$ cat src/qbert_shell_pkg.sv
package qbert_shell_pkg;

	localparam int PROG_ADDR_W = 23; // 16-bit words
	localparam int GFX_ADDR_W = 15;

	// graphics ROMs start here in the download stream
	localparam logic [24:0] GFX_BASE = 25'h10000;
	localparam logic [7:0] ROM_INDEX = 8'd0;

	// option word as sent by the menu
	typedef struct packed {
		logic reset_req;
		logic pause;
		logic rotate;
		logic [1:0] scanlines;
		logic blend;
		logic joyswap;
		logic flip;
		logic service; // test mode
		logic diagonal;
		logic [7:0] dip_sw;
	} status_t;

	typedef struct packed {
		logic up;
		logic down;
		logic left;
		logic right;
		logic fire_a;
		logic fire_b;
		logic fire_c;
		logic fire_d;
		logic up_b; // second stick
		logic down_b;
		logic left_b;
		logic right_b;
	} player_t;

	typedef struct packed {
		logic coin1;
		logic coin2;
		logic start1;
		logic start2;
	} cab_ctrl_t;

	typedef struct packed {
		logic [7:0] in1; // port 1710
		logic [7:0] in4; // port 4740
	} cab_in_t;

	typedef struct packed {
		logic [PROG_ADDR_W-1:0] addr;
		logic [1:0] ds; // {upper, lower}
		logic [15:0] data;
	} prog_wr_t;

	typedef struct packed {
		logic [GFX_ADDR_W-1:0] addr;
		logic [1:0] ds;
		logic [15:0] data;
	} gfx_wr_t;

	// Gottlieb/Mylstar game variants, as reported in core_mod
	typedef enum logic [6:0] {
		mod_qbert = 7'd0,
		mod_qub = 7'd1,
		mod_mplanets = 7'd2,
		mod_krull = 7'd3,
		mod_curvebal = 7'd4,
		mod_tylz = 7'd5,
		mod_insector = 7'd6
	} core_mod_e;

endpackage

$ cat src/clk_enables.sv
`timescale 1ns/1ps

module clk_enables #(
	parameter int SOUND_DIV = 45
) (
	input  logic clk_sys,
	input  logic rst_n,
	output logic cpu_clk,
	output logic cen_5,
	output logic cen_10_p,
	output logic cen_10_n,
	output logic sound_cen
);

	localparam int SND_W = (SOUND_DIV > 1) ? $clog2(SOUND_DIV) : 1;

	logic [2:0] phase;
	logic [SND_W-1:0] snd_cnt;

	always_ff @(posedge clk_sys) begin
		if (!rst_n) begin
			phase <= '0;
			cpu_clk <= 1'b0;
			cen_5 <= 1'b0;
			cen_10_p <= 1'b0;
			cen_10_n <= 1'b0;
		end else begin
			phase <= phase + 3'd1; // wraps at 7
			cpu_clk <= phase[2];
			cen_5 <= phase == 3'd7;
			cen_10_p <= phase == 3'd3 || phase == 3'd7;
			cen_10_n <= phase == 3'd1 || phase == 3'd5;
		end
	end

	always_ff @(posedge clk_sys) begin
		if (!rst_n) begin
			snd_cnt <= '0;
			sound_cen <= 1'b0;
		end else begin
			sound_cen <= snd_cnt == SND_W'(SOUND_DIV - 1);
			snd_cnt <= (snd_cnt == SND_W'(SOUND_DIV - 1)) ? '0 : snd_cnt + 1'b1;
		end
	end

	a_cen10_excl: assert property (@(posedge clk_sys) disable iff (!rst_n)
		!(cen_10_p && cen_10_n));

endmodule

$ cat src/download_ctrl.sv
`timescale 1ns/1ps

module download_ctrl (
	input  logic clk_sys,
	input  logic rst_n,
	input  logic ioctl_download,
	input  logic [7:0] ioctl_index,
	input  logic ioctl_wr,
	input  logic [24:0] ioctl_addr,
	input  logic [7:0] ioctl_dout,
	input  logic reset_req,
	input  logic button_reset,
	output logic prog_wr_valid,
	output qbert_shell_pkg::prog_wr_t prog_wr,
	output logic gfx_wr_valid,
	output qbert_shell_pkg::gfx_wr_t gfx_wr,
	output logic rom_loaded,
	output logic core_reset
);

	import qbert_shell_pkg::*;

	logic wr_d;
	logic wr_hit;
	logic [24:0] addr_q;
	logic [7:0] dout_q;
	logic is_gfx;
	logic [24:0] gfx_off;
	logic dl_rom_d;
	logic dl_done;

	// stage 1: edge of the write strobe during a ROM download
	always_ff @(posedge clk_sys) begin
		if (!rst_n) begin
			wr_d <= 1'b0;
			wr_hit <= 1'b0;
		end else begin
			wr_d <= ioctl_wr;
			wr_hit <= ioctl_wr && !wr_d && ioctl_download && ioctl_index == ROM_INDEX;
		end
	end

	always_ff @(posedge clk_sys) begin
		addr_q <= ioctl_addr;
		dout_q <= ioctl_dout;
	end

	assign is_gfx = addr_q >= GFX_BASE;
	assign gfx_off = addr_q - GFX_BASE;

	// stage 2: port select and address mapping
	always_ff @(posedge clk_sys) begin
		if (!rst_n) begin
			prog_wr_valid <= 1'b0;
			gfx_wr_valid <= 1'b0;
		end else begin
			prog_wr_valid <= wr_hit && !is_gfx;
			gfx_wr_valid <= wr_hit && is_gfx;
		end
	end

	always_ff @(posedge clk_sys) begin
		prog_wr.addr <= addr_q[23:1];
		prog_wr.ds <= {addr_q[0], ~addr_q[0]};
		prog_wr.data <= {dout_q, dout_q};
		gfx_wr.addr <= {gfx_off[13:0], gfx_off[15]}; // two roms side by side in one word
		gfx_wr.ds <= {gfx_off[14], ~gfx_off[14]};
		gfx_wr.data <= {dout_q, dout_q};
	end

	// end of a ROM download releases the core
	always_ff @(posedge clk_sys) begin
		if (!rst_n) begin
			dl_rom_d <= 1'b0;
			dl_done <= 1'b0;
			rom_loaded <= 1'b0;
			core_reset <= 1'b1;
		end else begin
			dl_rom_d <= ioctl_download && ioctl_index == ROM_INDEX;
			dl_done <= dl_rom_d && !ioctl_download;
			if (dl_done)
				rom_loaded <= 1'b1;
			core_reset <= reset_req | button_reset | ~rom_loaded;
		end
	end

endmodule

$ cat src/input_map.sv
`timescale 1ns/1ps

module input_map (
	input  logic clk_sys,
	input  logic rst_n,
	input  qbert_shell_pkg::core_mod_e core_mod,
	input  logic diagonal,
	input  logic service,
	input  qbert_shell_pkg::player_t p1,
	input  qbert_shell_pkg::player_t p2,
	input  qbert_shell_pkg::cab_ctrl_t ctrl,
	output qbert_shell_pkg::cab_in_t cab_in
);

	import qbert_shell_pkg::*;

	logic [7:0] joy_plain;
	logic [7:0] joy_diag;
	logic [7:0] joy4;
	cab_in_t cab_nxt;

	assign joy_plain = {
		p2.down, p2.up, p2.left, p2.right,
		p1.down, p1.up, p1.left, p1.right
	};

	// 45 degree rotated sticks
	assign joy_diag = {
		p2.down & p2.left,
		p2.up & p2.right,
		p2.left & p2.up,
		p2.right & p2.down,
		p1.down & p1.left,
		p1.up & p1.right,
		p1.left & p1.up,
		p1.right & p1.down
	};

	assign joy4 = diagonal ? joy_diag : joy_plain;

	always_comb begin
		cab_nxt.in1 = {p1.fire_a, ~service, 2'b00, ctrl.coin2, ctrl.coin1,
			ctrl.start2, ctrl.start1};
		cab_nxt.in4 = joy4;

		case (core_mod)
			mod_mplanets: begin
				cab_nxt.in1 = {~service, p1.fire_a, 4'd0, ctrl.coin2, ctrl.coin1};
				cab_nxt.in4 = {
					p1.fire_b,
					ctrl.start2,
					ctrl.start1,
					p1.fire_a,
					p1.left,
					p1.down,
					p1.right,
					p1.up
				};
			end
			mod_krull: begin
				cab_nxt.in1 = {ctrl.start2, ctrl.start1, 2'b00, ctrl.coin2, ctrl.coin1,
					p1.fire_a, ~service};
				cab_nxt.in4 = {
					p1.left, // move stick
					p1.down,
					p1.right,
					p1.up,
					p2.left | p1.left_b, // fire stick
					p2.down | p1.down_b,
					p2.right | p1.right_b,
					p2.up | p1.up_b
				};
			end
			mod_curvebal: begin
				cab_nxt.in1 = {4'd0, ctrl.coin2, ctrl.coin1, p1.fire_a, ~service};
				cab_nxt.in4 = {
					1'b0,
					p1.fire_d | p1.down, // bunt
					1'b0,
					p1.fire_c | p1.right, // pitch right
					1'b0,
					p1.fire_b | p1.left, // pitch left
					p1.fire_a | p1.up, // swing
					1'b0
				};
			end
			mod_tylz: begin
				cab_nxt.in1 = {4'd0, ctrl.coin1, ctrl.coin2, p1.fire_a, ~service};
				cab_nxt.in4 = {
					1'b0,
					ctrl.start2,
					ctrl.start1,
					p1.fire_a,
					diagonal ? p1.left & p1.up : p1.left,
					diagonal ? p1.right & p1.up : p1.up,
					diagonal ? p1.right & p1.down : p1.right,
					diagonal ? p1.left & p1.down : p1.down
				};
			end
			mod_insector: begin
				cab_nxt.in1 = {1'b0, ~service, p2.fire_b, p2.fire_a, ctrl.coin2, ctrl.coin1,
					p1.fire_b, p1.fire_a};
				cab_nxt.in4 = {
					p2.left,
					p2.down,
					p2.right,
					p2.up,
					p1.left,
					p1.down,
					p1.right,
					p1.up
				};
			end
			default: begin
				// qbert and qub keep the base layout
			end
		endcase
	end

	always_ff @(posedge clk_sys) begin
		if (!rst_n)
			cab_in <= '0;
		else
			cab_in <= cab_nxt;
	end

endmodule

$ cat src/qbert_shell_top.sv
`timescale 1ns/1ps

module qbert_shell_top #(
	parameter int SOUND_DIV = 45
) (
	input  logic clk_sys,
	input  logic rst_n,
	input  logic [31:0] status_raw,
	input  logic button_reset,
	input  qbert_shell_pkg::player_t joystick_0,
	input  qbert_shell_pkg::player_t joystick_1,
	input  qbert_shell_pkg::cab_ctrl_t controls,
	input  qbert_shell_pkg::core_mod_e core_mod,
	input  logic ioctl_download,
	input  logic [7:0] ioctl_index,
	input  logic ioctl_wr,
	input  logic [24:0] ioctl_addr,
	input  logic [7:0] ioctl_dout,
	output logic prog_req,
	input  logic prog_ack,
	output qbert_shell_pkg::prog_wr_t prog_cmd,
	output logic gfx_req,
	input  logic gfx_ack,
	output qbert_shell_pkg::gfx_wr_t gfx_cmd,
	output qbert_shell_pkg::cab_in_t cab_in,
	output logic cpu_clk,
	output logic cen_5,
	output logic cen_10_p,
	output logic cen_10_n,
	output logic sound_cen,
	output logic core_reset,
	output logic rom_loaded,
	output logic flip,
	output logic pause
);

	import qbert_shell_pkg::*;

	status_t status;
	logic prog_wr_valid;
	prog_wr_t prog_wr;
	logic gfx_wr_valid;
	gfx_wr_t gfx_wr;

	// menu option bit positions
	assign status.reset_req = status_raw[0];
	assign status.pause = status_raw[1];
	assign status.rotate = status_raw[2];
	assign status.scanlines = status_raw[4:3];
	assign status.blend = status_raw[5];
	assign status.joyswap = status_raw[6];
	assign status.flip = status_raw[7];
	assign status.service = status_raw[8];
	assign status.diagonal = status_raw[9];
	assign status.dip_sw = status_raw[23:16];

	assign flip = status.flip;
	assign pause = status.pause;

	clk_enables #(.SOUND_DIV(SOUND_DIV)) clk_enables_inst (
		.clk_sys(clk_sys), .rst_n(rst_n), .cpu_clk(cpu_clk), .cen_5(cen_5),
		.cen_10_p(cen_10_p), .cen_10_n(cen_10_n), .sound_cen(sound_cen)
	);

	input_map input_map_inst (
		.clk_sys(clk_sys), .rst_n(rst_n), .core_mod(core_mod),
		.diagonal(status.diagonal), .service(status.service),
		.p1(joystick_0), .p2(joystick_1), .ctrl(controls), .cab_in(cab_in)
	);

	download_ctrl download_ctrl_inst (
		.clk_sys(clk_sys), .rst_n(rst_n), .ioctl_download(ioctl_download),
		.ioctl_index(ioctl_index), .ioctl_wr(ioctl_wr), .ioctl_addr(ioctl_addr),
		.ioctl_dout(ioctl_dout), .reset_req(status.reset_req),
		.button_reset(button_reset), .prog_wr_valid(prog_wr_valid), .prog_wr(prog_wr),
		.gfx_wr_valid(gfx_wr_valid), .gfx_wr(gfx_wr), .rom_loaded(rom_loaded),
		.core_reset(core_reset)
	);

	rom_port_writer #(.payload_t(prog_wr_t)) prog_writer (
		.clk_sys(clk_sys), .rst_n(rst_n), .wr_valid(prog_wr_valid), .wr_cmd(prog_wr),
		.req(prog_req), .ack(prog_ack), .cmd(prog_cmd), .busy()
	);

	rom_port_writer #(.payload_t(gfx_wr_t)) gfx_writer (
		.clk_sys(clk_sys), .rst_n(rst_n), .wr_valid(gfx_wr_valid), .wr_cmd(gfx_wr),
		.req(gfx_req), .ack(gfx_ack), .cmd(gfx_cmd), .busy()
	);

endmodule

$ cat src/rom_port_writer.sv
`timescale 1ns/1ps

module rom_port_writer #(
	parameter type payload_t = logic
) (
	input  logic clk_sys,
	input  logic rst_n,
	input  logic wr_valid,
	input  payload_t wr_cmd,
	output logic req,
	input  logic ack,
	output payload_t cmd,
	output logic busy
);

	logic accept;

	// toggle protocol: pending while req and ack differ
	assign busy = req ^ ack;
	assign accept = wr_valid && !busy;

	always_ff @(posedge clk_sys) begin
		if (!rst_n)
			req <= 1'b0;
		else if (accept)
			req <= ~req;
	end

	// payload only, held for the memory side
	always_ff @(posedge clk_sys) begin
		if (accept)
			cmd <= wr_cmd;
	end

	// download is paced far below the memory turnaround
	a_no_overrun: assert property (@(posedge clk_sys) disable iff (!rst_n)
		wr_valid |-> !busy);

endmodule

$ cat config.mk
export PLATFORM = sky130hd
export DESIGN_NAME = qbert_shell_top
export DESIGN_NICKNAME = d
export VERILOG_FILES = /design/src/qbert_shell_pkg.sv /design/src/clk_enables.sv /design/src/download_ctrl.sv /design/src/input_map.sv /design/src/qbert_shell_top.sv /design/src/rom_port_writer.sv
export SDC_FILE = /design/constraint.sdc
export NUM_CORES = 1
export LEC_CHECK = 0
export ABC_AREA = 0
export BUFFER_PORTS_ARGS = -buffer_cell sky130_fd_sc_hd__buf_2
export CORE_MARGIN = 10
export CORE_UTILIZATION = 43
export CTS_CLUSTER_SIZE = 40
export DETAILED_ROUTE_END_ITERATION = 12
export GPL_TIMING_DRIVEN = 0
export PLACE_DENSITY_LB_ADDON = 0.3
export SYNTH_ARGS = -nofsm -noshare
export SYNTH_HDL_FRONTEND = slang
export SYNTH_SLANG_ARGS = --single-unit
export TNS_END_PERCENT = 100
$ cat constraint.sdc
create_clock -name clk_sys -period 1.59 [get_ports clk_sys]
set_input_delay 0.159 -clock clk_sys [delete_from_list [all_inputs] [get_ports clk_sys]]
set_output_delay 0.159 -clock clk_sys [all_outputs]
set_load 0.01 [all_outputs]
==> run metrics, run 1 <==
Clock power frac 43.0%; max_cap viols 0; Hold Crit Start controls[3]; Root Driver clkbuf_16; flops & latches, synth 165; status complete, no violations; Int Power 6.91 mW; vias per cell about 4.7; Slowest-stage cell, CP dlygate4sd3_1; Peak VDD IR between 0.5 and 0.6 mV; R2R depth 2; prevailing post-synth register cell dfxtp_1; TritonCTS buffer count 17; Worst Skew 5.63 ps; initial antenna violation count 0; Iter 0 DRT Violations 240; Hold Vio Cnt, Final 0; area grow syn2layout 39.7%; Pre-antenna DRT Iters 4; Buf/Inv on CP 2; DP Worst Slack -273 ps; Cell variety after synth 49; Die Wd 130 um; Mean Syn Cell Area 14.0 um2; register area share after synthesis 74.7%; Net Count, Synth ~490; Psw 1.90 mW; Worst-Margin Slew 600 ps; CP Class in2reg; Longest Clk Path Bufs 2; top cell type's share of synthesized area 41.2%; register share of total power between 50% and 60%; H-tree Lvls 4; io pins 216; setup tns final 0 ps; Worst Setup Start Kind input pin; worst hold slack 23.6 ps; number of global-route vias before repair between 3000 and 4000; Port Buffer Count 180; # rows 40; vias 3661; largest net degree at the start of global routing 34; global-route wire length before repair 19000 um; most frequent cell after synthesis dfxtp_1; top achievable clock speed between 0.7 and 0.8 GHz; Worst path top cell family by delay buffers and inverters; total track usage about 15%; Worst-path clk slew 60 ps; commonest cells in the netlist 107 x dfxtp_1, 58 x edfxtp_1, 29 x nor2_1; Mapped Cells 370; number of synthesized flops with an enable pin 58; gpl congestion roughly 0.91; reg2reg setup slack about 270 ps; FFs w/ async S/R, synth 0%; die height 130 um; WP data required ~1600 ps; power per cell area 1210 nW/um2; fin worst setup slack between 150 and 200 ps; Synth area leader dfxtp_1; reg-to-reg critical path startpoint prog_writer.req; WHS Endpoint input_map_inst.cab_in[10]; Max Slew Vio Count 0; NumNets Final between 700 and 800; detailed placer's ending HPWL between 9000 and 10000 um; CTS tree done; RSZ-0062 raised after global routing no; Post-Route WL 12500 um; Congestion Overflow GR 0; slowest cell delay on critical path 550 ps; RR Endpoint prog_writer.cmd[25]; Relative slew margins 60.0%; Max FO, Critical Path 33; WL per Instance 16.2 um; Tot Pwr 8.81 mW; combinational share of power 5.4%; Worst setup EP type register; Hold Crit Class in2reg; ANT nets after route 0; Crit path arrival time 1460 ps; Die Area 16900 um2; leakage 3.10 nW; final design utilization 60.9%; # DRC 0; crit share post-route 88.8%; Period minus WS final 1410 ps; critical path cell sequence dlygate4sd3_1 > buf_2 > xnor2_1 > and2_4; cell area after synthesis roughly 5200 um2; yosys warns 0; Sink Count between 150 and 200; layout cells sized above 1 39.8%; Setup violations, final 0; Core Region 11900 um2; clk_lat worst skew 410 ps; synth top area cells dfxtp_1 41%, edfxtp_1 34%, buf_4 2.6%, nor2_1 2.1%, o21ai_0 1.8%; Initial Utilization 43.6%; switch share 21.5%; hold path depth 3
flip-flops by register name, summed over array words and instances (netlist names), 2 cells and up:
signal and flops:
clk_enables_inst.snd_cnt 6, download_ctrl_inst.addr_q 25, download_ctrl_inst.prog_wr 32, download_ctrl_inst.dout_q 8, input_map_inst.cab_in 16, prog_writer.cmd 33, download_ctrl_inst.gfx_wr 2, gfx_writer.cmd 25
clk_enables_inst.phase 3
power groups by stage:
stage / sequential (mW) / clock, mW / combinational, mW
global route: 4.55 / 4.09 / 0.528
detailed placement: 4.63 / 0 / 0.396
global placement: 4.62 / 0 / 0.392
finish: 4.54 / 3.79 / 0.480
CTS: 4.54 / 3.89 / 0.479
floorplan: 4.63 / 0 / 0.177
area by class of cell:
type,instances,area (um2)
repair buffers,221,1310
clock inverters,13,126
multi-input cells,166,1080
plain buffers,29,199
fillers,940,4650
flip-flops and latches,165,3880
clock buffers,19,433
well taps,147,184
inverters,10,37.5
diodes,1,2.50
cells in the final DEF (no fill, tap or decap), types with 5 or more instances in the layout:
cell type      Yosys  layout
buf_4             18      18
dfxtp_1          107     107
a21oi_1            8       8
buf_2              6     186
nand2_1           19      19
a211oi_1           5       5
dlygate4sd3_1      0      41
nor2_1            29      29
clkinvlp_4         0       5
edfxtp_1          58      58
clkbuf_16          0      17
clkbuf_1           3       5
inv_1              9       9
and2_1             8       6
o21ai_0           19      19
nand2b_1           6       6
nand3_1            9       9
ha_1               6       6
worst max path at each step:
stage / slack [ps] / cells past startpoint / to / from
6_report: 180 / 4 / prog_writer.cmd[25] / prog_ack
3_3_place_gp: -250 / 2 / gfx_writer.cmd[27] / gfx_writer.req
2_1_floorplan: 30 / 2 / gfx_writer.cmd[10] / gfx_writer.req
4_1_cts: 50 / 4 / gfx_writer.cmd[32] / gfx_ack
3_5_place_dp: -270 / 2 / gfx_writer.cmd[20] / gfx_writer.req
5_1_grt: 120 / 4 / prog_writer.cmd[25] / prog_ack
metal layers:
| layer | track usage (%) | up-vias | part of all wire (%) |
|---|---|---|---|
| met4 | 4.70 | 0 | 1.2 |
| met1 | 16.2 | 1679 | 40 |
| met5 | 0 | - | 0 |
| met2 | 23.7 | 183 | 47 |
| li1 | - | 1784 | - |
| met3 | 7.59 | 15 | 11 |
worst min-delay path: cells and delay by family:
kind / cells / cell delay, ps
simple gates: 1 / 50
buf+inv: 1 / 120
compound gates: 1 / 50
metrics by stage:
stage | cell area (um2) | std cells
after floorplan | 5200 | 370
after global placement | 6280 | 697
after detailed placement | 6280 | 697
after CTS | 7250 | 770
after global routing | 7260 | 770
final | 7260 | 771
cell families after synthesis:
logic type | after synthesis | synth area share (%)
buffers and inverters | 39 | 4.55
and+or+nand+nor | 92 | 9.46
adders and majority gates | 6 | 1.44
AOI/OAI and AO/OA | 59 | 8.21
DFF | 165 | 74.7
xor gates and xnor gates | 6 | 1.01
muxes | 3 | 0.578
what timing repair did:
action                                 in CTS  in global routing
hold buffers                               41                  0
endpoints found under the hold margin      40                  0
setup endpoints to repair                  58                 25
gates resized for setup                     2                  1
setup buffers                               0                  0
Power figures use the tool's default switching activity.
==> run 2, diff against run 1 <==
--- a/config.mk
+++ b/config.mk
@@ -6,11 +6,11 @@
 export NUM_CORES = 1
 export LEC_CHECK = 0
 export ABC_AREA = 0
-export BUFFER_PORTS_ARGS = -buffer_cell sky130_fd_sc_hd__buf_2
 export CORE_MARGIN = 10
-export CORE_UTILIZATION = 43
+export CORE_UTILIZATION = 45
 export CTS_CLUSTER_SIZE = 40
 export DETAILED_ROUTE_END_ITERATION = 12
+export DONT_BUFFER_PORTS = 1
 export GPL_TIMING_DRIVEN = 0
 export PLACE_DENSITY_LB_ADDON = 0.3
 export SYNTH_ARGS = -nofsm -noshare
==> run 2 against run 1 <==
Effect of this change: die area shrank 3.8%; setup slack lost 110 ps; via count fell by 13%; register-to-register slack worse by 200 ps; clock power grew 12%; critical endpoint is now gfx_writer.cmd[19]; largest power group unchanged.
==> run metrics, run 2 (same netlist as run 1, synthesis figures left out) <==
Hold Crit Class in2reg (unchanged); number of global-route vias before repair 3464 (was 3780); top achievable clock speed 0.659 GHz (was 0.708 GHz); WHS Endpoint clk_enables_inst.snd_cnt[0] (was input_map_inst.cab_in[10]); RSZ-0062 raised after global routing no (unchanged); # DRC 0 (unchanged); DP Worst Slack -338 ps (was -273 ps); Root Driver clkbuf_16 (unchanged); reg-to-reg critical path startpoint gfx_writer.req (was prog_writer.req); Pre-antenna DRT Iters 4 (unchanged); clk_lat worst skew 410 ps (about the same); Int Power 7.25 mW (was 6.91 mW); Largest register FFs 33 (unchanged); slowest cell delay on critical path 560 ps (was 550 ps); Hold Crit Start rst_n (was controls[3]); Port Buffer Count 0 (was 180); Congestion Overflow GR 0 (unchanged); reg2reg setup slack 70 ps (was 270 ps); TritonCTS buffer count 17 (unchanged); NumNets Final 576 (was 731); io pins 216 (unchanged); Worst Skew 8.22 ps (was 5.63 ps); leakage 2.53 nW (was 3.10 nW); Core Region 11400 um2 (was 11900 um2); Crit path arrival time 1560 ps (was 1460 ps); Iter 0 DRT Violations 209 (was 240); initial antenna violation count 1 (was 0); Worst Setup Start Kind register (was input pin); status complete, no violations (unchanged); Clock power frac 46.2% (was 43.0%); critical path cell sequence xnor2_1 > and2_2 (was dlygate4sd3_1 > buf_2 > xnor2_1 > and2_4); layout cells sized above 1 15.4% (was 39.8%); Die Wd 127 um (was 130 um); WL per Instance 20.5 um (was 16.2 um); Max FO, Critical Path 25 (was 33); hold path depth 2 (was 3); Hold Vio Cnt, Final 0 (unchanged); CTS tree done (unchanged); Tot Pwr 9.17 mW (was 8.81 mW); Period minus WS final 1520 ps (was 1410 ps); Sink Count 165 (unchanged); register share of total power 49.8% (was 51.5%); Initial Utilization 45.7% (was 43.6%); leading cell type in the layout, fill and taps excluded dfxtp_1 (was buf_2); largest net degree at the start of global routing 34 (unchanged); WP data required 1630 ps (was 1640 ps); RR Endpoint gfx_writer.cmd[19] (was prog_writer.cmd[25]); Max Slew Vio Count 0 (unchanged); detailed placer's ending HPWL 8670 um (was 9110 um); Worst-Margin Slew 621 ps (was 600 ps); Peak VDD IR 0.759 mV (was 0.570 mV); Psw 1.92 mW (was 1.90 mW); combinational share of power 4.0% (was 5.4%); Longest Clk Path Bufs 2 (unchanged); total track usage 15.3% (was 14.6%); crit share post-route 95.5% (was 88.8%); Relative slew margins 58.6% (was 60.0%); Post-Route WL 12500 um (about the same); Worst setup EP type register (unchanged); H-tree Lvls 4 (unchanged); area grow syn2layout 28.3% (was 39.7%); Worst-path clk slew 60 ps (about the same); vias per cell 5.18 (was 4.75); die height 127 um (was 130 um); max_cap viols 0 (unchanged); R2R depth 2 (unchanged); power per cell area 1380 nW/um2 (was 1210 nW/um2); biggest regs prog_writer.cmd: 33 flops, download_ctrl_inst.prog_wr: 32 flops (unchanged); # rows 39 (was 40); Slowest-stage cell, CP and2_2 (was dlygate4sd3_1); gpl congestion 0.880 (was 0.914); global-route wire length before repair 19600 um (was 19000 um); most flop-heavy register prog_writer.cmd (unchanged); Die Area 16200 um2 (was 16900 um2); most frequent cells in the layout 107 x dfxtp_1, 64 x dlygate4sd3_1, 58 x edfxtp_1 (was 186 x buf_2, 107 x dfxtp_1, 58 x edfxtp_1); Setup violations, final 0 (unchanged); vias 3173 (was 3661); ANT nets after route 0 (unchanged); CP Class reg2reg (was in2reg); fin worst setup slack 71.8 ps (was 178 ps); switch share 20.9% (was 21.5%)
==> run 2: changes by cell type in the layout (fill, tap and decap cells not counted), moves of 2 or more <==
| cell | previous run | this run |
|---|---|---|
| clkinvlp_4 | 5 | 1 |
| inv_6 | 2 | 6 |
| dlygate4sd3_1 | 41 | 64 |
| buf_2 | 186 | 6 |
| clkbuf_1 | 5 | 3 |
| bufinv_16 | 1 | 3 |
| buf_4 | 18 | 20 |
| inv_8 | 2 | 0 |
==> run 2: worst max-delay path by stage <==
| stage | from | to | depth (start not counted) |
|---|---|---|---|
| floorplan | gfx_writer.req | gfx_writer.cmd[10] | 2 |
| detailed placement | gfx_writer.req | gfx_writer.cmd[19] | 2 |
| finish | gfx_writer.req | gfx_writer.cmd[19] | 2 |
| global route | gfx_writer.req | gfx_writer.cmd[25] | 2 |
| global placement | gfx_writer.req | gfx_writer.cmd[29] | 2 |
| CTS | gfx_writer.req | gfx_writer.cmd[19] | 2 |
==> run 2: power groups by stage <==
stage	registers [mW]	logic [mW]	clock network, mW
CTS	4.57	0.363	4.33
global route	4.58	0.406	4.51
finish	4.56	0.367	4.24
detailed placement	4.66	0.226	0
global placement	4.65	0.224	0
floorplan	4.63	0.177	0
==> run 2: timing repair <==
item | CTS | global route
hold buffers | 64 | 0
pin swaps | 0 | 1
resized for setup | 2 | 0
setup buffers | 0 | 2
hold endpoints to repair | 54 | 0
endpoints found under the setup margin | 58 | 1
==> run 2: layout make-up <==
| cell class | count | area, um2 |
|---|---|---|
| inverters | 10 | 37.5 |
| plain buffers | 29 | 199 |
| fillers | 864 | 4700 |
| clock inverters | 14 | 189 |
| clock buffers | 18 | 439 |
| multi-input cells | 166 | 1080 |
| flip-flops and latches | 165 | 3880 |
| diodes | 1 | 2.50 |
| repair buffers | 66 | 656 |
| well taps | 143 | 179 |
==> run 2: metrics by stage <==
step | std cells | area [um2] | TNS, ps | utilization [%] | hold slack [ps]
3_5_place_dp | 513 | 5380 | -12390 | 47.3 | 187
5_1_grt | 612 | 6670 | 0 | 58.6 | 39.3
6_report | 612 | 6670 | 0 | 58.6 | 28.2
2_1_floorplan | 370 | 5200 | 0 | - | 187
4_1_cts | 609 | 6650 | 0 | 58.5 | 21.9
3_3_place_gp | 513 | 5380 | -12640 | 47.3 | 187
==> run 2: worst max-delay path, delay by kind of cell (launching register included) <==
family / cells / cell delay, ps
simple gates: 1 / 560
flops: 1 / 440
xor+xnor: 1 / 140
==> run 2: layer usage <==
metal | GRT usage, % | part of all wire, %
met1 | 17.2 | 38
met2 | 24.4 | 47
met5 | 0 | 0
met4 | 5.63 | 1.6
met3 | 7.86 | 13
